**src/common/mini_mcu_pkg.sv**
```systemverilog
// ***************************************************************************
// mini MCU shared definitions: bus request/response structs, address map,
// peripheral register offsets and the DMA setup bundle
// ***************************************************************************

package mini_mcu_pkg;

  // bus widths
  localparam int ADDR_W = 32;
  localparam int DATA_W = 32;

  // address map
  localparam logic [ADDR_W-1:0] RAM_BASE       = 32'h0000_0000;
  localparam logic [ADDR_W-1:0] AO_PERIPH_BASE = 32'h2000_0000;
  localparam logic [ADDR_W-1:0] AO_PERIPH_SIZE = 32'h0000_1000;

  // always-on peripheral register offsets
  localparam logic [11:0] DMA_SRC_OFFSET    = 12'h000;
  localparam logic [11:0] DMA_DST_OFFSET    = 12'h004;
  // a write here starts the copy
  localparam logic [11:0] DMA_LEN_OFFSET    = 12'h008;
  // bit0 busy, bit1 done
  localparam logic [11:0] DMA_STATUS_OFFSET = 12'h00C;
  localparam logic [11:0] IRQ_ENABLE_OFFSET = 12'h010;
  localparam logic [11:0] EXIT_VALUE_OFFSET = 12'h014;

  // master indices on the system bus
  localparam logic MASTER_HOST = 1'b0;
  localparam logic MASTER_DMA  = 1'b1;

  // request channel, fields held stable until gnt
  typedef struct packed {
    logic              req;
    logic              we;
    logic [3:0]        be;
    logic [ADDR_W-1:0] addr;
    logic [DATA_W-1:0] wdata;
  } obi_req_t;

  // response channel, rvalid one cycle after gnt
  typedef struct packed {
    logic              gnt;
    logic              rvalid;
    logic [DATA_W-1:0] rdata;
    logic              err;
  } obi_resp_t;

  // register block to DMA engine
  typedef struct packed {
    logic [ADDR_W-1:0] src;
    logic [ADDR_W-1:0] dst;
    logic [15:0]       len;
    logic              start;
  } dma_cfg_t;

endpackage
```
**src/design/ao_peripheral/ao_peripheral_regs.sv**
```systemverilog
// ***************************************************************************
// always-on peripheral registers: DMA setup and status, interrupt
// enable, and the exit value/valid pair
// ***************************************************************************

`timescale 1ns/1ps

module ao_peripheral_regs
  import mini_mcu_pkg::*;
(
  input  logic              clk_i,
  input  logic              rst_i,

  input  obi_req_t          req_i,
  output logic [DATA_W-1:0] rdata_o,

  output dma_cfg_t          dma_cfg_o,
  input  logic              dma_busy_i,
  input  logic              dma_done_i,

  output logic              irq_o,
  output logic [DATA_W-1:0] exit_value_o,
  output logic              exit_valid_o
);

  logic [11:0]       offset;
  logic              wr_en;
  logic [DATA_W-1:0] rdata_d;
  logic [DATA_W-1:0] rdata_q;
  logic [ADDR_W-1:0] src_q;
  logic [ADDR_W-1:0] dst_q;
  logic [15:0]       len_q;
  logic [DATA_W-1:0] exit_value_q;
  logic              start_q;
  logic              irq_en_q;
  logic              done_q;
  logic              irq_q;
  logic              exit_valid_q;

  function automatic logic [DATA_W-1:0] merge_be(input logic [DATA_W-1:0] old_val,
                                                 input logic [DATA_W-1:0] new_val,
                                                 input logic [3:0]        be);
    logic [DATA_W-1:0] merged;
    merged = old_val;
    for (int i = 0; i < 4; i++) begin
      if (be[i]) begin
        merged[i*8 +: 8] = new_val[i*8 +: 8];
      end
    end
    return merged;
  endfunction

  assign offset = req_i.addr[11:0];
  assign wr_en  = req_i.req & req_i.we;

  always_ff @(posedge clk_i) begin
    if (rst_i) begin
      start_q      <= 1'b0;
      irq_en_q     <= 1'b0;
      done_q       <= 1'b0;
      irq_q        <= 1'b0;
      exit_valid_q <= 1'b0;
    end else begin
      start_q <= wr_en && (offset == DMA_LEN_OFFSET);
      if (wr_en && (offset == IRQ_ENABLE_OFFSET)) begin
        irq_en_q <= req_i.wdata[0];
      end
      // a completion in the same cycle as the clear wins
      if (dma_done_i) begin
        done_q <= 1'b1;
      end else if (wr_en && (offset == DMA_STATUS_OFFSET)) begin
        done_q <= 1'b0;
      end
      irq_q <= done_q & irq_en_q;
      if (wr_en && (offset == EXIT_VALUE_OFFSET)) begin
        exit_valid_q <= 1'b1;
      end
    end
  end

  always_ff @(posedge clk_i) begin
    if (wr_en && (offset == DMA_SRC_OFFSET)) src_q <= merge_be(src_q, req_i.wdata, req_i.be);
    if (wr_en && (offset == DMA_DST_OFFSET)) dst_q <= merge_be(dst_q, req_i.wdata, req_i.be);
    if (wr_en && (offset == DMA_LEN_OFFSET)) len_q <= req_i.wdata[15:0];
    if (wr_en && (offset == EXIT_VALUE_OFFSET)) begin
      exit_value_q <= merge_be(exit_value_q, req_i.wdata, req_i.be);
    end
    if (req_i.req) rdata_q <= rdata_d;
  end

  always_comb begin
    case (offset)
      DMA_SRC_OFFSET:    rdata_d = src_q;
      DMA_DST_OFFSET:    rdata_d = dst_q;
      DMA_LEN_OFFSET:    rdata_d = {16'h0, len_q};
      DMA_STATUS_OFFSET: rdata_d = {30'h0, done_q, dma_busy_i};
      IRQ_ENABLE_OFFSET: rdata_d = {31'h0, irq_en_q};
      EXIT_VALUE_OFFSET: rdata_d = exit_value_q;
      default:           rdata_d = '0;
    endcase
  end

  assign dma_cfg_o.src   = src_q;
  assign dma_cfg_o.dst   = dst_q;
  assign dma_cfg_o.len   = len_q;
  assign dma_cfg_o.start = start_q;

  assign rdata_o      = rdata_q;
  assign irq_o        = irq_q;
  assign exit_value_o = exit_value_q;
  assign exit_valid_o = exit_valid_q;

endmodule

```
**config.mk**
```make
export PLATFORM = sky130hd
export DESIGN_NAME = ao_peripheral_regs
export DESIGN_NICKNAME = d
export VERILOG_FILES = /design/src/common/mini_mcu_pkg.sv /design/src/design/ao_peripheral/ao_peripheral_regs.sv
export SDC_FILE = /design/constraint.sdc
export NUM_CORES = 1
export LEC_CHECK = 0
export BUFFER_PORTS_ARGS = -buffer_cell sky130_fd_sc_hd__clkbuf_2
export CORE_ASPECT_RATIO = 1.4
export CORE_MARGIN = 8
export CORE_UTILIZATION = 44
export DETAILED_ROUTE_END_ITERATION = 10
export PLACE_DENSITY = 0.8
export SLEW_MARGIN = 30
export SYNTH_ARGS = -nofsm -noshare
export SYNTH_HDL_FRONTEND = slang
export SYNTH_SLANG_ARGS = --single-unit
```
**constraint.sdc**
```tcl
create_clock -name clk_i -period 3.25 [get_ports clk_i]
set_input_delay 0.1625 -clock clk_i [delete_from_list [all_inputs] [get_ports clk_i]]
set_output_delay 0.1625 -clock clk_i [all_outputs]
set_load 0.005 [all_outputs]
```
==> impl_table.tex <==
\begin{tabular}{lr}
\hline
Metric & Value \\
\hline
\multicolumn{2}{l}{\textbf{Status}} \\
Status & completed \\
\multicolumn{2}{l}{\textbf{Clocking}} \\
Hold buffers post-CTS & 33 \\
Number of gates resized after CTS & 0 \\
CTS Root Cell & clkbuf\_16 \\
Depth of the CTS H-tree & 4 \\
Clk Latency, worst-skew pair & 0.41 ns \\
Clk pin slew, worst setup/hold paths & 0.06 ns \\
TritonCTS clock tree & yes \\
Sinks on the clock net & 149 \\
Post-CTS Setup Repair Bufs & 0 \\
Max Buffers Root-to-Sink & 2 \\
Number of clock buffers inserted by TritonCTS & 17 \\
\multicolumn{2}{l}{\textbf{Worst setup path}} \\
Required time of the worst setup path & 3.27 ns \\
Top Family by Delay on Critical Path & simple AND/OR/NAND/NOR gates \\
CP max-delay cell & nor2\_1 \\
Startpoint Class & input port \\
CP Class & input port to flop \\
Type of element capturing the critical path & flop \\
Max FO, Critical Path & 9 \\
CP arrival & 1.97 ns \\
CP Cell Sequence & clkbuf\_2, nor3\_2, nand4\_1, nor2\_1 \\
Largest incremental delay on the critical path & 0.72 ns \\
Worst path bufs/invs & 1 \\
\multicolumn{2}{l}{\textbf{Layout}} \\
Share of cells above drive strength 1 & 49.32\% \\
Area delta synth->final & 37.45\% \\
Count of fill cells added during filler insertion & 999 \\
Antenna diodes & 0 \\
Final cell count without fillers & 745 \\
Final Net Count & 653 \\
\multicolumn{2}{l}{\textbf{STA}} \\
Worst-case headroom to the max-slew limit & 42.80\% \\
Final Slew Violations & 0 \\
Minimum hold slack & 0.04119 ns \\
Final count of negative-setup-slack endpoints & 0 \\
Clock Skew & 0.006643 ns \\
Highest clock rate & 515.0 MHz \\
Setup repair after global routing missed its margin & false \\
Hold Violations, Final & 0 \\
Transition time at the pin with the least slew margin & 0.8549 ns \\
Shortest period the worst path allows & 1.942 ns \\
Fin crit share & 59.75\% \\
Sum of negative setup slack & 0 ns \\
\multicolumn{2}{l}{\textbf{Run}} \\
Max cap viols & 0 \\
\multicolumn{2}{l}{\textbf{Synth}} \\
Warning count from the yosys run & 0 \\
Avg Cell Area, Syn & 17.36 µm² \\
Synth cell types & 36 \\
Number of storage elements in the synthesis netlist & 149 \\
Share of synthesized area occupied by flip-flops and latches & 77.48\% \\
Syn nets & 403 \\
Post-Syn Instances & 329 \\
Post-synthesis cell area & 0.005710 mm² \\
\multicolumn{2}{l}{\textbf{Die}} \\
Placeable core region & 0.01275 mm² \\
Initial core utilization & 44.78\% \\
Std-Cell Rows & 49 \\
Number of I/O pins & 221 \\
Die boundary height & 150.8 µm \\
Die Footprint & 0.01693 mm² \\
Die X-Extent & 112.3 µm \\
\multicolumn{2}{l}{\textbf{Global routing}} \\
Vias in the first global route & 4294 \\
Wire length of the first global-routing pass & 24090 µm \\
Gr ovfl total & 0 \\
Antenna violations before repair & 0 \\
Total routing resource utilization after global routing & 18.92\% \\
Pin count of the biggest net entering global routing & 26 \\
\multicolumn{2}{l}{\textbf{Drt}} \\
DRC marker count from the first detailed-route iteration & 212 \\
Number of vias per cell & 5.262 \\
Detailed-route wire length & 15940 µm \\
DRT antenna net count & 0 \\
Number of remaining DRC errors & 0 \\
Total via count after detailed routing & 3920 \\
Number of detailed-routing iterations run before antenna repair & 7 \\
Average wire per cell in the routed design & 21.40 µm \\
\multicolumn{2}{l}{\textbf{Power and ir drop}} \\
Share of total power in combinational logic & 4.5\% \\
Net switching fraction of the power & 20.52\% \\
Pwr dens & 548.4 mW/mm² \\
Clock power frac & 46.3\% \\
Power Internal & 3.421 mW \\
Leakage power figure & 3.130 nW \\
Net load switching power & 0.8834 mW \\
Worst ir drop on vdd & 0.0004956 V \\
Power share of the sequential group & 49.2\% \\
\multicolumn{2}{l}{\textbf{Placed design}} \\
Placed insts & 680 \\
RD Place Congestion & 0.7492 \\
Estimated wirelength of the detail-placed design & 11430 µm \\
Input/output buffers & 200 \\
\multicolumn{2}{l}{\textbf{Hold path}} \\
Type of the worst min-delay path & input port to flop \\
\hline
\end{tabular}
[power by group through the flow]
stage	Combinational, mW	Clock (mW)	Sequential, mW
after CTS	0.196	2.02	2.12
after detailed placement	0.163	0	2.16
after floorplan	0.0721	0	2.16
after global placement	0.158	0	2.16
final	0.196	1.99	2.12
after global routing	0.211	2.10	2.12
[synth_stat cells (all sizes together)]
cell	count	share of area, %
buf	10	1.3
dfxtp	5	1.8
o21a	1	0.13
nand4	4	0.44
and3	2	0.24
clkbuf	5	0.33
mux2	17	3.4
nand2b	3	0.33
a222oi	14	2.5
and2	1	0.11
inv	1	0.066
and4	1	0.18
or2	15	1.6
a21oi	17	2.1
nor3	1	0.18
nor2	33	2.2
a311oi	1	0.15
nand4b	1	0.42
nor3b	2	0.26
nand3	2	0.39
nand2	21	1.4
a2bb2oi	2	0.31
nor4b	1	0.15
nor2b	1	0.11
and3b	2	0.31
mux2i	19	3.3
a41oi	1	0.15
edfxtp	144	76
nor4	2	0.48
[kinds of logic (layout without fill, tap and decap cells)]
family	Yosys count	in the layout	synth area share [%]
flip-flops	149	149	77.48
AND/OR/NAND/NOR	92	92	8.830
buffers and inverters	16	279	1.731
AO/OA/AOI/OAI	36	36	5.281
multiplexers	36	36	6.683
[path summary, 6_finish.rpt]
path	startpoint	end	slack, ns	cells after the start
max reg2reg	dst_q[7]	rdata_o[7]	1.90	3
min reg2reg	irq_en_q	irq_o	0.48	2
max	req_i[37]	src_q[28]	1.31	4
min	dma_done_i	done_q	0.04	3
[cell usage in the layout (no fill, tap or decap), types with 4 or more instances in the layout]
cell type and n:
or2_2 15, mux2_2 17, buf_4 13, dlygate4sd3_1 33
clkinvlp_4 4, clkbuf_2 200, nor2_1 32, mux2i_1 19
a21oi_2 9, edfxtp_1 144, nand4_1 4, dfxtp_1 5
clkbuf_16 17, a21oi_1 8, a222oi_1 14, nand2_1 21
[sequential cells by signal, summed over array words and instances, names as in the netlist, 16 cells and up]
signal,count
dst_q,32
exit_value_o,32
rdata_o,32
src_q,32
len_q,16
[area by class of cell]
| cell class | count | area [µm²] | area share, % |
|---|---|---|---|
| clock buffer | 17 | 425.4 | 5.420 |
| timing repair buffer | 246 | 1429 | 18.20 |
| sequential | 149 | 4424 | 56.37 |
| multi-input combinational | 164 | 1197 | 15.26 |
| tap | 153 | 191.4 | 2.439 |
| inverter | 1 | 3.754 | 0.04782 |
| clock inverter | 15 | 177.7 | 2.264 |
[routing by layer]
layer	up-vias	global-route usage, %	routed length (µm)
met2	202	35.22	8591
met3	25	8.101	1547
li1	1790	-	-
met4	0	6.703	259
met5	-	0	0
met1	1903	18.26	5546
[through the flow]
stage	area, µm²	power (mW)	utilization, %	worst slack, ns
2_1_floorplan	5710	2.232	-	0.6856
3_3_place_gp	6915	2.317	54.23	0.9740
3_5_place_dp	6915	2.321	54.23	0.9279
4_1_cts	7849	4.334	61.55	1.309
5_1_grt	7849	4.432	61.55	1.118
6_report	7849	4.304	61.55	1.308
[worst min-delay path, cell delays in order]
cell and delay [ns]:
clkbuf_2 0.09, nor2_1 0.09, a311oi_1 0.05
(Power assumes the default switching activity.)
