File: src/common/mini_mcu_pkg.sv
// ***************************************************************************
// mini MCU shared definitions: bus request/response structs, address map,
// peripheral register offsets and the DMA setup bundle
// ***************************************************************************

package mini_mcu_pkg;

  // bus widths
  localparam int ADDR_W = 32;
  localparam int DATA_W = 32;

  // address map
  localparam logic [ADDR_W-1:0] RAM_BASE       = 32'h0000_0000;
  localparam logic [ADDR_W-1:0] AO_PERIPH_BASE = 32'h2000_0000;
  localparam logic [ADDR_W-1:0] AO_PERIPH_SIZE = 32'h0000_1000;

  // always-on peripheral register offsets
  localparam logic [11:0] DMA_SRC_OFFSET    = 12'h000;
  localparam logic [11:0] DMA_DST_OFFSET    = 12'h004;
  // a write here starts the copy
  localparam logic [11:0] DMA_LEN_OFFSET    = 12'h008;
  // bit0 busy, bit1 done
  localparam logic [11:0] DMA_STATUS_OFFSET = 12'h00C;
  localparam logic [11:0] IRQ_ENABLE_OFFSET = 12'h010;
  localparam logic [11:0] EXIT_VALUE_OFFSET = 12'h014;

  // master indices on the system bus
  localparam logic MASTER_HOST = 1'b0;
  localparam logic MASTER_DMA  = 1'b1;

  // request channel, fields held stable until gnt
  typedef struct packed {
    logic              req;
    logic              we;
    logic [3:0]        be;
    logic [ADDR_W-1:0] addr;
    logic [DATA_W-1:0] wdata;
  } obi_req_t;

  // response channel, rvalid one cycle after gnt
  typedef struct packed {
    logic              gnt;
    logic              rvalid;
    logic [DATA_W-1:0] rdata;
    logic              err;
  } obi_resp_t;

  // register block to DMA engine
  typedef struct packed {
    logic [ADDR_W-1:0] src;
    logic [ADDR_W-1:0] dst;
    logic [15:0]       len;
    logic              start;
  } dma_cfg_t;

endpackage
File: src/design/system_bus/bus_arbiter.sv
// ***************************************************************************
// system bus arbiter: round-robin grant between host and DMA masters,
// data-phase responses steered back to the owning master
// ***************************************************************************

`timescale 1ns/1ps

module bus_arbiter
  import mini_mcu_pkg::*;
(
  input  logic      clk_i,
  input  logic      rst_i,

  input  obi_req_t  host_req_i,
  output obi_resp_t host_resp_o,

  input  obi_req_t  dma_req_i,
  output obi_resp_t dma_resp_o,

  output obi_req_t  bus_req_o,
  input  obi_resp_t bus_resp_i
);

  logic sel;
  // last granted master, also owner of the following data phase
  logic owner_q;

  always_comb begin
    if (host_req_i.req && dma_req_i.req) begin
      sel = (owner_q == MASTER_HOST) ? MASTER_DMA : MASTER_HOST;
    end else if (dma_req_i.req) begin
      sel = MASTER_DMA;
    end else begin
      sel = MASTER_HOST;
    end
  end

  always_comb begin
    bus_req_o     = (sel == MASTER_DMA) ? dma_req_i : host_req_i;
    bus_req_o.req = host_req_i.req | dma_req_i.req;
  end

  always_ff @(posedge clk_i) begin
    if (rst_i) begin
      owner_q <= MASTER_DMA;
    end else if (bus_req_o.req && bus_resp_i.gnt) begin
      owner_q <= sel;
    end
  end

  always_comb begin
    host_resp_o.gnt    = bus_resp_i.gnt & host_req_i.req & (sel == MASTER_HOST);
    host_resp_o.rvalid = bus_resp_i.rvalid & (owner_q == MASTER_HOST);
    host_resp_o.rdata  = (owner_q == MASTER_HOST) ? bus_resp_i.rdata : '0;
    host_resp_o.err    = bus_resp_i.err & (owner_q == MASTER_HOST);

    dma_resp_o.gnt     = bus_resp_i.gnt & dma_req_i.req & (sel == MASTER_DMA);
    dma_resp_o.rvalid  = bus_resp_i.rvalid & (owner_q == MASTER_DMA);
    dma_resp_o.rdata   = (owner_q == MASTER_DMA) ? bus_resp_i.rdata : '0;
    dma_resp_o.err     = bus_resp_i.err & (owner_q == MASTER_DMA);
  end

endmodule

File: config.mk
export PLATFORM = sky130hd
export DESIGN_NAME = bus_arbiter
export DESIGN_NICKNAME = d
export VERILOG_FILES = /design/src/common/mini_mcu_pkg.sv /design/src/design/system_bus/bus_arbiter.sv
export SDC_FILE = /design/constraint.sdc
export NUM_CORES = 1
export LEC_CHECK = 0
export ABC_AREA = 1
export BUFFER_PORTS_ARGS = -buffer_cell sky130_fd_sc_hd__clkbuf_2
export CELL_PAD_IN_SITES_DETAIL_PLACEMENT = 0
export CELL_PAD_IN_SITES_GLOBAL_PLACEMENT = 1
export CORE_AREA = 3 3 123 125
export CTS_CLUSTER_DIAMETER = 100
export CTS_CLUSTER_SIZE = 40
export DETAILED_ROUTE_END_ITERATION = 8
export DIE_AREA = 0 0 126 128
export GPL_TIMING_DRIVEN = 1
export PLACE_DENSITY_LB_ADDON = 0.1
export SLEW_MARGIN = 10
export SYNTH_ARGS = -nofsm -noshare
export SYNTH_HDL_FRONTEND = slang
export SYNTH_SLANG_ARGS = --single-unit
File: constraint.sdc
create_clock -name clk_i -period 1.2 [get_ports clk_i]
set_input_delay 0.12 -clock clk_i [delete_from_list [all_inputs] [get_ports clk_i]]
set_output_delay 0.12 -clock clk_i [all_outputs]
set_load 0.01 [all_outputs]
==> out/qor.csv, run 1 <==
stage;metric;value;unit
route;Post-DRT Antenna Nets;0;
route;post-route DRC violation count;0;
sta;RSZ-0062 raised after global routing;no;
min_path;Hold/Removal Path Class;in -> reg;
setup_path;CP required;1.08;ns
global_route;largest net degree at the start of global routing;54;
sta;slew margin rel.;0.840;
floorplanning;# rows;43;
sta;clk_skew;0;ns
setup_path;Worst path max stage delay;0.31;ns
cts;clock latency at the later pin of the worst-skew pair;0;ns
run_status;outcome;finished, final reports clean;
yosys;xor-xnor portion of the synthesized cell area;0;
route;DRT Wirelength;10600;um
yosys;Cell variety after synth;13;
cts;Setup Buffers After CTS;0;
job;Max Cap Viol;0;
floorplanning;Die H;128;um
yosys;post-synth top area share;0.406;
floorplanning;Core Area;14000;um2
sta;total negative slack;0;ns
finish;Synth-to-Final Area Change;122;%
finish;largest register by flop count;owner_q;
global_route;GRT Resource Usage Total;0.117;
finish;Finished Layout Cells;868;
yosys;area leader, netlist;nand2_1;
setup_path;crit-path cells;nand2_4, buf_12, buf_4, nand3_1, nand2_1, clkbuf_2;
finish;# fillers;1676;
yosys;Synth Area in Simple Gates;0.727;
yosys;Syn Std Cell Area;1600;um2
cts;Post-CTS Hold Buffers;0;
floorplanning;IO Count;317;
route;Routed wire per std cell;12.2;um
setup_path;critical path arrival;1.01;ns
sta;final hold vios;0;
power_and_ir_drop;Pleak;0.00269;uW
setup_path;critical path type;reg -> out;
route;DR iter-0 viols;48;
placed_design;Post-DP Area;3490;um2
sta;Tcrit/Tclk final;0.943;
placed_design;Placer Congestion;0.838;
floorplanning;DIE WIDTH;126;um
setup_path;Startpoint Class;flop;
sta;Final Slew Violations;0;
power_and_ir_drop;maximum vdd ir drop;0.138;mV
power_and_ir_drop;PD cells;458;nW/um2
yosys;Compound-Gate Fraction of Synth Area;0.00313;
finish;Diodes inserted;0;
setup_path;critical-path maximum fanout;9;
route;vias;3317;
yosys;largest family of logic cells by synthesized area;simple AND/OR/NAND/NOR gates;
placed_design;Final HPWL DP;9210;um
global_route;initial antenna violation count;1;
setup_path;top cell family by delay on the critical path;buffers and inverters;
sta;setup slack after layout;0.0686;ns
setup_path;Worst path slowest cell;dfxtp_2;
finish;most used cells in the layout excluding fill and tap cells;clkbuf_2 (316), nand2_1 (173), nand3_1 (71);
route;DRT Pass-1 Iters;5;
sta;final setup vio count;0;
placed_design;dpl ws;0.0188;ns
global_route;grt ovf;0;
setup_path;Worst Path Buf+Inv;3;
yosys;Post-Syn Nets;561;
global_route;vias in the first global route;3186;
yosys;Synth Warn #;0;
sta;Period minus WS final;1.13;ns
setup_path;Crit. End Element;output pin;
yosys;largest cells by area after synthesis;nand2_1 (41%), nand3_1 (22%), inv_1 (16%);
yosys;syn_area_per_cell;4.16;um2
placed_design;placed cell count;866;
sta;hold slack final;0.337;ns
yosys;multiplexer area fraction after synthesis;0;
sta;Peak Freq;0.884;GHz
global_route;first-pass GRT wire length;15700;um
finish;Final Cell Area;3550;um2
yosys;Yosys reg bits;1;
yosys;sequential cell area fraction in the yosys report;0.0125;
sta;Worst Max-Slew Pin Slew;0.240;ns
yosys;Post-Syn Instances;384;
route;Avg Vias per Cell;3.82;
placed_design;number of port buffers;316;
finish;max FFs per register;1;
finish;layout cells sized above 1;0.491;
floorplanning;die footprint;16100;um2
finish;commonest non-fill, non-tap cell in the layout;clkbuf_2;
finish;Regs by FF count;owner_q: 1 flops;
finish;Final nets;867;
floorplanning;Initial Util;0.114;
yosys;adder-cell area share of the yosys netlist;0;
cts;clock-pin slew on the worst setup and hold paths;0;ns
metrics by stage:
stage                     power (uW)  utilization
after CTS                       1630        0.250
after floorplan                  765            -
after detailed placement        1630        0.250
after global placement          1640        0.250
after global routing            1830        0.253
final                           1630        0.253
area by class of cell:
| class | count | area, um2 | share of cell area |
|---|---|---|---|
| inverter | 70 | 263 | 0.0741 |
| sequential | 1 | 21.3 | 0.00600 |
| timing repair buffer | 334 | 1860 | 0.526 |
| multi-input combinational | 283 | 1170 | 0.331 |
| tap | 180 | 225 | 0.0635 |
cell families (layout without fill, tap and decap cells):
family | Yosys count | count (layout)
simple gates | 282 | 282
compound gates | 1 | 1
buf+inv | 100 | 404
flops | 1 | 1
tightest hold or removal path: stages:
cell and delay (ns):
clkbuf_2 0.08, inv_1 0.03, nand3_1 0.07
synth_stat cells, drive strengths merged:
| cell | number |
|---|---|
| buf | 22 |
| and3 | 1 |
| inv | 70 |
| clkbuf | 8 |
| or2 | 1 |
| nand3 | 71 |
| nand2 | 175 |
| nor2 | 34 |
| o21ai | 1 |
| dfxtp | 1 |
layer usage:
metal  up-vias  GRT usage  share of wire
met5         -          0         0.0012
met2       200      0.239           0.53
met1      1358      0.113           0.32
met4         2     0.0101          0.012
li1       1739          -              -
met3        18     0.0450           0.13
repair_timing:
action / 4_1_cts / 5_1_grt
endpoints found under the setup margin: 0 / 36
endpoints found under the hold margin: 0 / 0
resized for setup: 0 / 1
path summary, 6_finish.rpt:
path,cells after the start,from,to,slack [ns]
worst max register to register,4,owner_q,owner_q,0.30
worst max-delay path,6,owner_q,bus_req_o[49],0.07
worst min register to register,4,owner_q,owner_q,0.73
worst min-delay path,3,rst_i,owner_q,0.34
report_power, final:
part / switching (uW) / internal (uW)
logic: 852 / 734
clock network: 0 / 0
registers: 2.43 / 37.3
total: 855 / 771
Power figures use the tool's default switching activity.
==> run 2: changes to the inputs <==
--- a/config.mk
+++ b/config.mk
@@ -16,6 +16,7 @@
 export DIE_AREA = 0 0 126 128
 export GPL_TIMING_DRIVEN = 1
 export PLACE_DENSITY_LB_ADDON = 0.1
+export SETUP_SLACK_MARGIN = 0.4
 export SLEW_MARGIN = 10
 export SYNTH_ARGS = -nofsm -noshare
 export SYNTH_HDL_FRONTEND = slang
==> run 2 against run 1 <==
Effect of this change: setup slack got worse by 0.014 ns; clock skew is the same; total power grew 28%.
==> out/qor.csv, run 2 (synthesized netlist as in run 1, its figures left out) <==
stage;metric;value;unit
power_and_ir_drop;PD cells;467;nW/um2
finish;max FFs per register;1;
min_path;Hold/Removal Path Class;in -> reg;
route;Routed wire per std cell;13.6;um
setup_path;CP required;1.08;ns
sta;final setup vio count;0;
placed_design;Final HPWL DP;9390;um
global_route;first-pass GRT wire length;16200;um
floorplanning;die footprint;16100;um2
global_route;grt ovf;0;
floorplanning;Die H;128;um
sta;Peak Freq;0.873;GHz
finish;Finished Layout Cells;884;
finish;layout cells sized above 1;0.597;
floorplanning;Initial Util;0.114;
setup_path;critical path arrival;1.03;ns
finish;most used cells in the layout excluding fill and tap cells;clkbuf_2 (270), nand2_1 (143), nand3_1 (71);
finish;largest register by flop count;owner_q;
placed_design;placed cell count;865;
power_and_ir_drop;register share of total power;0.021;
setup_path;top cell family by delay on the critical path;flip-flops;
finish;Regs by FF count;owner_q: 1 flops;
sta;Final Slew Violations;0;
setup_path;crit-path cells;nand2_8, nand2_8, clkbuf_16, nand2_1, nand2_1, clkbuf_2;
job;Max Cap Viol;0;
power_and_ir_drop;Pleak;0.00297;uW
global_route;largest net degree at the start of global routing;38;
floorplanning;Core Area;14000;um2
floorplanning;IO Count;317;
power_and_ir_drop;maximum vdd ir drop;0.162;mV
finish;Final nets;883;
setup_path;Worst path slowest cell;dfxtp_4;
setup_path;Worst path max stage delay;0.37;ns
setup_path;Startpoint Class;flop;
finish;Synth-to-Final Area Change;178;%
power_and_ir_drop;internal power;1040;uW
sta;Worst Max-Slew Pin Slew;0.156;ns
sta;RSZ-0062 raised after global routing;yes;
finish;Diodes inserted;0;
route;DRT Pass-1 Iters;4;
route;DRT Wirelength;12000;um
route;vias;3425;
sta;clk_skew;0;ns
cts;clock-pin slew on the worst setup and hold paths;0;ns
placed_design;Placer Congestion;0.829;
route;Avg Vias per Cell;3.87;
route;DR iter-0 viols;40;
sta;final hold vios;0;
route;Post-DRT Antenna Nets;0;
power_and_ir_drop;total power;2070;uW
sta;slew margin rel.;0.895;
setup_path;critical path type;reg -> out;
cts;Post-CTS Hold Buffers;0;
sta;setup slack after layout;0.0547;ns
sta;Period minus WS final;1.15;ns
sta;Tcrit/Tclk final;0.954;
floorplanning;# rows;43;
power_and_ir_drop;part of the power in combinational logic;0.979;
route;post-route DRC violation count;0;
placed_design;number of port buffers;316;
power_and_ir_drop;Net Sw Power;1030;uW
placed_design;dpl ws;0.0248;ns
setup_path;Worst Path Buf+Inv;2;
run_status;outcome;finished, final reports clean;
power_and_ir_drop;Clock power frac;0;
global_route;vias in the first global route;3212;
global_route;GRT Resource Usage Total;0.120;
global_route;initial antenna violation count;0;
finish;commonest non-fill, non-tap cell in the layout;clkbuf_2;
setup_path;Crit. End Element;output pin;
setup_path;critical-path maximum fanout;12;
power_and_ir_drop;switching fraction of total power;0.497;
cts;clock latency at the later pin of the worst-skew pair;0;ns
floorplanning;DIE WIDTH;126;um
run 2: path summary, 6_finish.rpt:
| kind | start | slack (ns) | cells past startpoint | endpoint |
|---|---|---|---|---|
| worst max register to register | owner_q | 0.14 | 5 | owner_q |
| worst min register to register | owner_q | 0.82 | 4 | owner_q |
| worst max-delay path | owner_q | 0.05 | 6 | bus_req_o[3] |
| worst min-delay path | rst_i | 0.33 | 3 | owner_q |
run 2: area by class of cell:
| type | instances | area [um2] |
|---|---|---|
| Multi-Input combinational cell | 284 | 1550 |
| Inverter | 70 | 263 |
| Sequential cell | 1 | 23.8 |
| Fill cell | 1614 | 9550 |
| Tap cell | 180 | 225 |
| Timing Repair Buffer | 349 | 2380 |
run 2: worst register-to-register path, delay by kind of cell, from the launching register on:
kind / cells / cell delay, ns
buffers and inverters: 2 / 0.30
DFF: 1 / 0.37
and+or+nand+nor: 3 / 0.26
run 2: through the flow:
stage           util   TNS, ns  hold WS (ns)  cell area (um2)
2_1_floorplan      -         0         0.228             1890
3_3_place_gp   0.265         0         0.355             3710
3_5_place_dp   0.265         0         0.324             3710
4_1_cts        0.274         0         0.335             3830
5_1_grt        0.317  -0.00870         0.369             4440
6_report       0.317         0         0.330             4440
run 2: per-layer routing:
layer	track usage	up-vias	routed length (um)
li1	-	1777	-
met1	0.117	1459	3890
met2	0.257	181	6850
met3	0.0317	8	1160
met4	0.0126	0	118
met5	0	-	0
run 2: power by group through the flow:
stage | Combinational [uW] | Sequential, uW | Clock [uW]
4_1_cts | 1730 | 40.6 | 0
3_5_place_dp | 1680 | 40.6 | 0
6_report | 2030 | 42.9 | 0
3_3_place_gp | 1680 | 40.4 | 0
5_1_grt | 2230 | 43.4 | 0
2_1_floorplan | 860 | 38.1 | 0
run 2: what timing repair did:
action,CTS,global route
buffers inserted,4,2
setup endpoints to repair,141,141
pin swaps,0,8
gates resized for setup,8,125
cloned,1,12
