**src/common/mini_mcu_pkg.sv**
```systemverilog
// ***************************************************************************
// mini MCU shared definitions: bus request/response structs, address map,
// peripheral register offsets and the DMA setup bundle
// ***************************************************************************

package mini_mcu_pkg;

  // bus widths
  localparam int ADDR_W = 32;
  localparam int DATA_W = 32;

  // address map
  localparam logic [ADDR_W-1:0] RAM_BASE       = 32'h0000_0000;
  localparam logic [ADDR_W-1:0] AO_PERIPH_BASE = 32'h2000_0000;
  localparam logic [ADDR_W-1:0] AO_PERIPH_SIZE = 32'h0000_1000;

  // always-on peripheral register offsets
  localparam logic [11:0] DMA_SRC_OFFSET    = 12'h000;
  localparam logic [11:0] DMA_DST_OFFSET    = 12'h004;
  // a write here starts the copy
  localparam logic [11:0] DMA_LEN_OFFSET    = 12'h008;
  // bit0 busy, bit1 done
  localparam logic [11:0] DMA_STATUS_OFFSET = 12'h00C;
  localparam logic [11:0] IRQ_ENABLE_OFFSET = 12'h010;
  localparam logic [11:0] EXIT_VALUE_OFFSET = 12'h014;

  // master indices on the system bus
  localparam logic MASTER_HOST = 1'b0;
  localparam logic MASTER_DMA  = 1'b1;

  // request channel, fields held stable until gnt
  typedef struct packed {
    logic              req;
    logic              we;
    logic [3:0]        be;
    logic [ADDR_W-1:0] addr;
    logic [DATA_W-1:0] wdata;
  } obi_req_t;

  // response channel, rvalid one cycle after gnt
  typedef struct packed {
    logic              gnt;
    logic              rvalid;
    logic [DATA_W-1:0] rdata;
    logic              err;
  } obi_resp_t;

  // register block to DMA engine
  typedef struct packed {
    logic [ADDR_W-1:0] src;
    logic [ADDR_W-1:0] dst;
    logic [15:0]       len;
    logic              start;
  } dma_cfg_t;

endpackage
```
**src/design/system_bus/bus_decoder.sv**
```systemverilog
// ***************************************************************************
// system bus decoder: routes granted requests to RAM or peripherals,
// answers unmapped addresses with an error and muxes read data back
// ***************************************************************************

`timescale 1ns/1ps

module bus_decoder
  import mini_mcu_pkg::*;
#(
  parameter int NUM_BANKS  = 2,
  parameter int BANK_WORDS = 256
) (
  input  logic              clk_i,
  input  logic              rst_i,

  input  obi_req_t          bus_req_i,
  output obi_resp_t         bus_resp_o,

  output obi_req_t          ram_req_o,
  input  logic [DATA_W-1:0] ram_rdata_i,

  output obi_req_t          periph_req_o,
  input  logic [DATA_W-1:0] periph_rdata_i
);

  localparam logic [ADDR_W-1:0] RAM_SIZE = ADDR_W'(NUM_BANKS * BANK_WORDS * 4);

  localparam logic [1:0] REGION_NONE   = 2'd0;
  localparam logic [1:0] REGION_RAM    = 2'd1;
  localparam logic [1:0] REGION_PERIPH = 2'd2;

  logic [ADDR_W-1:0] ram_off;
  logic [ADDR_W-1:0] periph_off;
  logic              ram_hit;
  logic              periph_hit;
  logic [1:0]        region_d;
  logic [1:0]        region_q;
  logic              rvalid_q;

  // offsets relative to each region base, unsigned compare covers both ends
  assign ram_off    = bus_req_i.addr - RAM_BASE;
  assign periph_off = bus_req_i.addr - AO_PERIPH_BASE;
  assign ram_hit    = ram_off < RAM_SIZE;
  assign periph_hit = periph_off < AO_PERIPH_SIZE;

  assign region_d = ram_hit    ? REGION_RAM    :
                    periph_hit ? REGION_PERIPH : REGION_NONE;

  always_comb begin
    ram_req_o         = bus_req_i;
    ram_req_o.req     = bus_req_i.req & ram_hit;
    ram_req_o.addr    = ram_off;
    periph_req_o      = bus_req_i;
    periph_req_o.req  = bus_req_i.req & periph_hit;
    periph_req_o.addr = periph_off;
  end

  // data phase bookkeeping
  always_ff @(posedge clk_i) begin
    if (rst_i) begin
      rvalid_q <= 1'b0;
      region_q <= REGION_NONE;
    end else begin
      rvalid_q <= bus_req_i.req;
      if (bus_req_i.req) begin
        region_q <= region_d;
      end
    end
  end

  // targets are always ready
  assign bus_resp_o.gnt    = bus_req_i.req;
  assign bus_resp_o.rvalid = rvalid_q;
  assign bus_resp_o.err    = rvalid_q & (region_q == REGION_NONE);

  always_comb begin
    case (region_q)
      REGION_RAM:    bus_resp_o.rdata = ram_rdata_i;
      REGION_PERIPH: bus_resp_o.rdata = periph_rdata_i;
      default:       bus_resp_o.rdata = '0;
    endcase
  end

endmodule

```
**config.mk**
```make
export PLATFORM = sky130hd
export DESIGN_NAME = bus_decoder
export DESIGN_NICKNAME = d
export VERILOG_FILES = /design/src/common/mini_mcu_pkg.sv /design/src/design/system_bus/bus_decoder.sv
export SDC_FILE = /design/constraint.sdc
export NUM_CORES = 1
export LEC_CHECK = 0
export ABC_AREA = 1
export BUFFER_PORTS_ARGS = -buffer_cell sky130_fd_sc_hd__buf_2
export CAP_MARGIN = 20
export CORE_AREA = 2 2 120 122
export CTS_BUF_LIST = sky130_fd_sc_hd__clkbuf_8
export CTS_CLUSTER_DIAMETER = 150
export DETAILED_ROUTE_END_ITERATION = 8
export DIE_AREA = 0 0 122 124
export PLACE_DENSITY = 0.52
export SYNTH_ARGS = -nofsm -noshare
export SYNTH_HDL_FRONTEND = slang
export SYNTH_SLANG_ARGS = --single-unit
```
**constraint.sdc**
```tcl
create_clock -name clk_i -period 1.61 [get_ports clk_i]
set_clock_uncertainty 0.15 [all_clocks]
set_input_delay 0.0805 -clock clk_i [delete_from_list [all_inputs] [get_ports clk_i]]
set_output_delay 0.0805 -clock clk_i [all_outputs]
set_load 0.05 [all_outputs]
```
==> results of run 1 <==
==> synth_stat cells, drive strengths merged <==
cell   count  area share (%)
dfxtp      3             3.1
buf      146              57
nand3      3             1.3
nand4      1            0.33
a21oi     34              15
inv       12             2.3
ha         4             2.6
nand2     72              14
nor2      17             4.4
==> critical path: stages, from the launching register on <==
cell	delay (ns)
sky130_fd_sc_hd__dfxtp_4	0.35
sky130_fd_sc_hd__inv_4	0.07
sky130_fd_sc_hd__ha_4	0.17
sky130_fd_sc_hd__buf_12	0.17
sky130_fd_sc_hd__nand2_1	0.11
sky130_fd_sc_hd__a21oi_4	0.16
sky130_fd_sc_hd__buf_6	0.17
==> per-layer routing <==
metal  vias to the layer above  global-route usage [%]
li1                        834                       -
met1                       742                   8.230
met2                       144                   13.06
met3                        21                   2.518
met4                         0                   2.514
met5                         -                       0
==> kinds of logic (layout without fill, tap and decap cells) <==
logic type | after synthesis | after routing
compound gates | 34 | 34
fa+ha+maj | 4 | 4
flops | 3 | 3
simple gates | 93 | 93
buf+inv | 158 | 192
==> timing repair <==
item	4_1_cts	5_1_grt
pin swaps	1	0
resized for setup	83	13
gates cloned	3	1
endpoints found under the hold margin	3	0
hold buffers	1	0
setup endpoints to repair	32	32
==> path summary, 6_finish.rpt <==
path / to / cells past startpoint / start / slack, ns
setup / recovery: bus_resp_o[27] / 6 / region_q[1] / -0.06
hold / removal: periph_req_o[38] / 0 / bus_req_i[38] / 0.01
setup reg to reg: region_q[1] / 2 / region_q[1] / 0.83
hold reg to reg: region_q[0] / 2 / region_q[0] / 0.37
==> state kept, by name, indices dropped and copies added, names as in the netlist <==
name      count
region_q      2
rvalid_q      1
==> cell usage in the layout, fill, tap and decap left out, types with 5 or more instances in the layout <==
master                    Yosys  routed
sky130_fd_sc_hd__a21oi_2     31      28
sky130_fd_sc_hd__a21oi_4      0       6
sky130_fd_sc_hd__buf_2        5     134
sky130_fd_sc_hd__buf_6        3      33
sky130_fd_sc_hd__inv_1       11       9
sky130_fd_sc_hd__nand2_1     72      67
sky130_fd_sc_hd__nand2_2      0       5
sky130_fd_sc_hd__nor2_1      13      13
==> final cells by class <==
class	instances	area share, %
repair buffers	176	50.18
clock buffers	3	1.678
flip-flops and latches	3	2.745
multi-input cells	131	33.86
inverters	12	2.237
well taps	180	9.151
clock inverters	1	0.1525
==> power groups by stage <==
stage | clock network (mW) | logic [mW] | registers [mW]
floorplan | 0 | 0.969 | 0.0777
global route | 0.228 | 0.450 | 0.0741
finish | 0.212 | 0.428 | 0.0738
CTS | 0.218 | 0.430 | 0.0740
global placement | 0 | 0.428 | 0.0785
detailed placement | 0 | 0.427 | 0.0784
==> run metrics, run 1 <==
wire length of the first global-routing pass 8.362 mm; post-route setup TNS -0.9948 ns; largest net degree at the start of global routing 17; count of final hold-check violations 0; result of the run finished, violations left; Max Cap Violations 0; share of the core filled with cells in the final layout 17.94%; Tightest Pin Transition 0.2696 ns; Routability Congestion 0.6667; xor and xnor area share after synthesis 0%; Die Outline Area 15,130 µm²; power per cell area 290.2 nW/µm²; Syn Nets 432; wire length per cell 12.58 µm; Clk network pwr share 29.8%; top metal layer carrying routed signals met4; category of the worst setup path capture point output pin; I/O Pins 311; dominant combinational cell family by area after synthesis buffers and inverters; placed inst area 1974 µm²; portion of the post-synthesis area used by sequential elements 3.125%; instance count of the mapped netlist 292; Placed Instances 497; mux share of post-synthesis cell area 0%; antenna violations before repair 0; sum of overflow across all layers after global routing 0; vias in the first global route 1,533; number of clock buffers inserted by TritonCTS 3; detailed-route wire length on metal 1 2.408 mm; Diodes inserted 0; worst rel slew slack 82.15%; Int Power 0.3631 mW; Max rail drop VDD 0.0004231 V; startpoint class of the critical path register; CTS tree yes; final layout net count 467; fraction of the mapped netlist area in adder cells 2.604%; number of cell rows 43; multi-input gate area in the final layout 833.3 µm²; worst hold-check slack 0.01102 ns; arrival time reported for the critical path endpoint 1.44 ns; maximum clock frequency 599.6 MHz; wire length on met3 738 µm; starting density of the core 14.01%; synthesis warning total 0; buffer cell driving the clock tree root sky130_fd_sc_hd__clkbuf_8; proportion of power drawn by combinational gates 59.9%; remaining antenna violation count after routing 0; routed length on met2 3.058 mm; count of endpoints failing setup in the final report 32; total routing usage reported by global routing 7.365%; initial drt markers 29; number of vias after detailed routing 1,741; area added between synthesis and finish 28.06%; number of buffers added for setup after CTS 0; post-placement worst setup slack 0.04665 ns; final cell count without fillers 506; Clock Sink Count 3; height of the chip 124 µm; Post-Synthesis Cell Area 1922 µm²; area of all sequential standard cells 67.56 µm²; violations in the final reports setup timing; Avg Vias per Cell 3.441; sum of internal, switching and leakage power 0.7142 mW; fraction of final layout cells with drive strength greater than 1 71.17%; final WL 6.364 mm; Tightest Hold Check Type primary input to output pin; largest driver fanout on the critical path 16; post-route design area 2461 µm²; insertion delay of the later-clocked pin in the worst-skew pair 0.21 ns; share of the clock period used by the worst path 103.6%; final worst-path setup slack -0.05779 ns; Max Transition Viols Final 0; Synth Area per Inst 6.582 µm²; area inside the core boundary 13,720 µm²; total iterations of the first detailed-routing run 4; final worst path period need 1.668 ns; Setup CP Type register to output pin; data required time at the worst endpoint 1.38 ns; fraction of the mapped netlist area in simple logic gates 20.05%; power spent charging and discharging nets 0.3510 mW; count of buffers from port buffering 166; HPWL reported at the end of detailed placement 4.346 mm; flip-flop and latch count after synthesis 3; buffer levels on the longest clock path 2; share of total power in sequential cells 10.3%; synth unique cells 16; detailed-route DRC error count 0; RSZ-0062 raised after global routing yes; fillcell total 1,553; switching share of power 49.15%; share of the synthesized area in compound gates (AO/OA/AOI/OAI) 14.91%; clock transition at the registers of the reported paths 0.03 ns; Die X 122 µm; maximum level of the CTS H-tree 1; leakage component of the power 1.036 nW
(Power assumes the default switching activity.)
==> run 2, diff against run 1 <==
--- a/config.mk
+++ b/config.mk
@@ -9,11 +9,11 @@
 export BUFFER_PORTS_ARGS = -buffer_cell sky130_fd_sc_hd__buf_2
 export CAP_MARGIN = 20
 export CORE_AREA = 2 2 120 122
-export CTS_BUF_LIST = sky130_fd_sc_hd__clkbuf_8
 export CTS_CLUSTER_DIAMETER = 150
 export DETAILED_ROUTE_END_ITERATION = 8
 export DIE_AREA = 0 0 122 124
 export PLACE_DENSITY = 0.52
+export SETUP_SLACK_MARGIN = 0.2
 export SYNTH_ARGS = -nofsm -noshare
 export SYNTH_HDL_FRONTEND = slang
 export SYNTH_SLANG_ARGS = --single-unit
==> run metrics, run 2 (same netlist as run 1, synthesis figures left out) <==
count of endpoints failing setup in the final report 31 (-3.1%); Diodes inserted 0 (unchanged); placed inst area 2307 µm² (+17%); detailed-route DRC error count 0 (unchanged); clock transition at the registers of the reported paths 0.03 ns (about the same); largest net degree at the start of global routing 17 (unchanged); post-route design area 2838 µm² (+15%); CTS tree yes; Reg2Reg Launch Point region_q[1]; starting density of the core 14.01% (unchanged); final layout net count 472 (+1.1%); maximum clock frequency 593.9 MHz (-0.95%); insertion delay of the later-clocked pin in the worst-skew pair 0.22 ns (about the same); largest registers region_q (2), rvalid_q (1); antenna violations before repair 0 (unchanged); category of the worst setup path capture point output pin; sum of overflow across all layers after global routing 0 (unchanged); Levels on crit path 6 (unchanged); Avg Vias per Cell 3.387 (-1.5%); number of cell rows 43 (unchanged); share of the clock period used by the worst path 104.6% (+0.99 points); largest reg by FF count region_q; most common library cell in the layout ignoring fill and taps sky130_fd_sc_hd__buf_2; area inside the core boundary 13,720 µm² (unchanged); remaining antenna violation count after routing 0 (unchanged); I/O Pins 311 (unchanged); slowest cell on the critical path sky130_fd_sc_hd__dfxtp_4; wire length per cell 11.84 µm (-5.8%); maximum level of the CTS H-tree 1 (unchanged); number of vias after detailed routing 1,731 (-0.57%); Die Outline Area 15,130 µm² (unchanged); Setup CP Type register to output pin; result of the run finished, violations left; Max rail drop VDD 0.0002175 V (-49%); Tightest Pin Transition 0.2705 ns (+0.0008702 ns); FF-to-FF path depth 3 (+1); count of buffers from port buffering 166 (unchanged); worst hold-check slack 0.01103 ns (+0.000008100 ns); worst min-delay path startpoint bus_req_i[68]; final worst path period need 1.684 ns (+0.01593 ns); sum of internal, switching and leakage power 0.9140 mW (+28%); Clock Sink Count 3 (unchanged); CP Launch Point region_q[0]; fraction of final layout cells with drive strength greater than 1 76.13% (+5.0 points); startpoint class of the critical path register; leakage component of the power 1.117 nW (+7.8%); violations in the final reports setup timing; count of final hold-check violations 0 (unchanged); data required time at the worst endpoint 1.38 ns (about the same); critical path's largest stage delay 0.37 ns (+0.02 ns); buffer cell driving the clock tree root sky130_fd_sc_hd__clkbuf_16; number of clock buffers inserted by TritonCTS 3 (unchanged); Max Transition Viols Final 0 (unchanged); height of the chip 124 µm (unchanged); worst rel slew slack 82.09% (about the same); Max Cap Violations 0 (unchanged); Routability Congestion 0.6539 (-1.9%); Hold Crit Depth 0 (unchanged); arrival time reported for the critical path endpoint 1.45 ns (about the same); initial drt markers 38 (+31%); Die X 122 µm (unchanged); largest driver fanout on the critical path 9 (-7); Tightest Hold Check Type primary input to output pin; total iterations of the first detailed-routing run 4 (unchanged); final worst-path setup slack -0.07372 ns (-0.01593 ns); power per cell area 322.1 nW/µm² (+11%); final cell count without fillers 511 (+0.99%); final WL 6.052 mm (-4.9%); Placed Instances 500 (+0.60%); HPWL reported at the end of detailed placement 4.664 mm (+7.3%); fillcell total 1,526 (-1.7%); series of cell instances along the critical path inv_4 > ha_4 > inv_8 > buf_12 > a21oi_4 > buf_6; post-placement worst setup slack 0.05451 ns (+0.007856 ns); leading cell types in the layout, fill and taps excluded sky130_fd_sc_hd__buf_2 (132), sky130_fd_sc_hd__nand2_1 (56), sky130_fd_sc_hd__a21oi_4 (31), sky130_fd_sc_hd__buf_6 (31); cell family with most CP delay buffers and inverters; Buf+Inv Stages, Crit Path 4 (+1); buffer levels on the longest clock path 2 (unchanged); vias in the first global route 1,573 (+2.6%); area added between synthesis and finish 47.66%; number of flip-flops in the largest register 2 (unchanged); RSZ-0062 raised after global routing yes; wire length of the first global-routing pass 8.052 mm (-3.7%); total routing usage reported by global routing 6.923% (-0.44 points)
run 2: cell types whose count changed in the layout (fill, tap and decap cells not counted), moves of 4 or more:
| cell | previous run | this run |
|---|---|---|
| sky130_fd_sc_hd__a21oi_2 | 28 | 3 |
| sky130_fd_sc_hd__a21oi_4 | 6 | 31 |
| sky130_fd_sc_hd__nand2_1 | 67 | 56 |
| sky130_fd_sc_hd__nand2_2 | 5 | 12 |
| sky130_fd_sc_hd__buf_4 | 0 | 5 |
| sky130_fd_sc_hd__clkbuf_16 | 1 | 5 |
| sky130_fd_sc_hd__nand2_4 | 0 | 4 |
run 2: through the flow:
stage | utilization [%] | setup TNS [ns]
after floorplan | - | 0
after global placement | 16.82 | 0
after detailed placement | 16.82 | 0
after CTS | 19.76 | -1.771
after global routing | 20.68 | -3.098
final | 20.68 | -1.537
run 2: power by group:
group	switching (mW)	leakage, nW	internal, mW
Sequential	0.000575	0.0261	0.0729
Combinational	0.314	1.05	0.137
Clock	0.0638	0.0382	0.326
Total	0.378	1.12	0.536
run 2: worst paths after layout:
path,slack (ns),to
setup / recovery,-0.07,bus_resp_o[32]
hold / removal,0.01,ram_req_o[68]
setup reg to reg,0.72,region_q[1]
hold reg to reg,0.38,region_q[0]
run 2: cell type report:
class / count / area (µm²) / area share (%)
inverters: 12 / 65.06 / 2.293
flip-flops and latches: 3 / 67.56 / 2.381
clock buffers: 4 / 78.83 / 2.778
well taps: 180 / 225.2 / 7.937
multi-input cells: 131 / 1089 / 38.36
repair buffers: 181 / 1313 / 46.25
run 2: routing by layer:
layer  global-route usage (%)  vias to the layer above  share of wire, %
met2                    11.52                      154                46
met5                        0                        -                 0
li1                         -                      840                 -
met1                    7.851                      721                39
met4                    1.724                        0               1.1
met3                    3.571                       16                14
run 2: what timing repair did:
item	4_1_cts	5_1_grt
hold buffers	1	0
buffers inserted	1	1
pin swaps	1	5
gates cloned	2	2
resized for setup	79	21
endpoints found under the hold margin	3	0
endpoints found under the setup margin	33	33
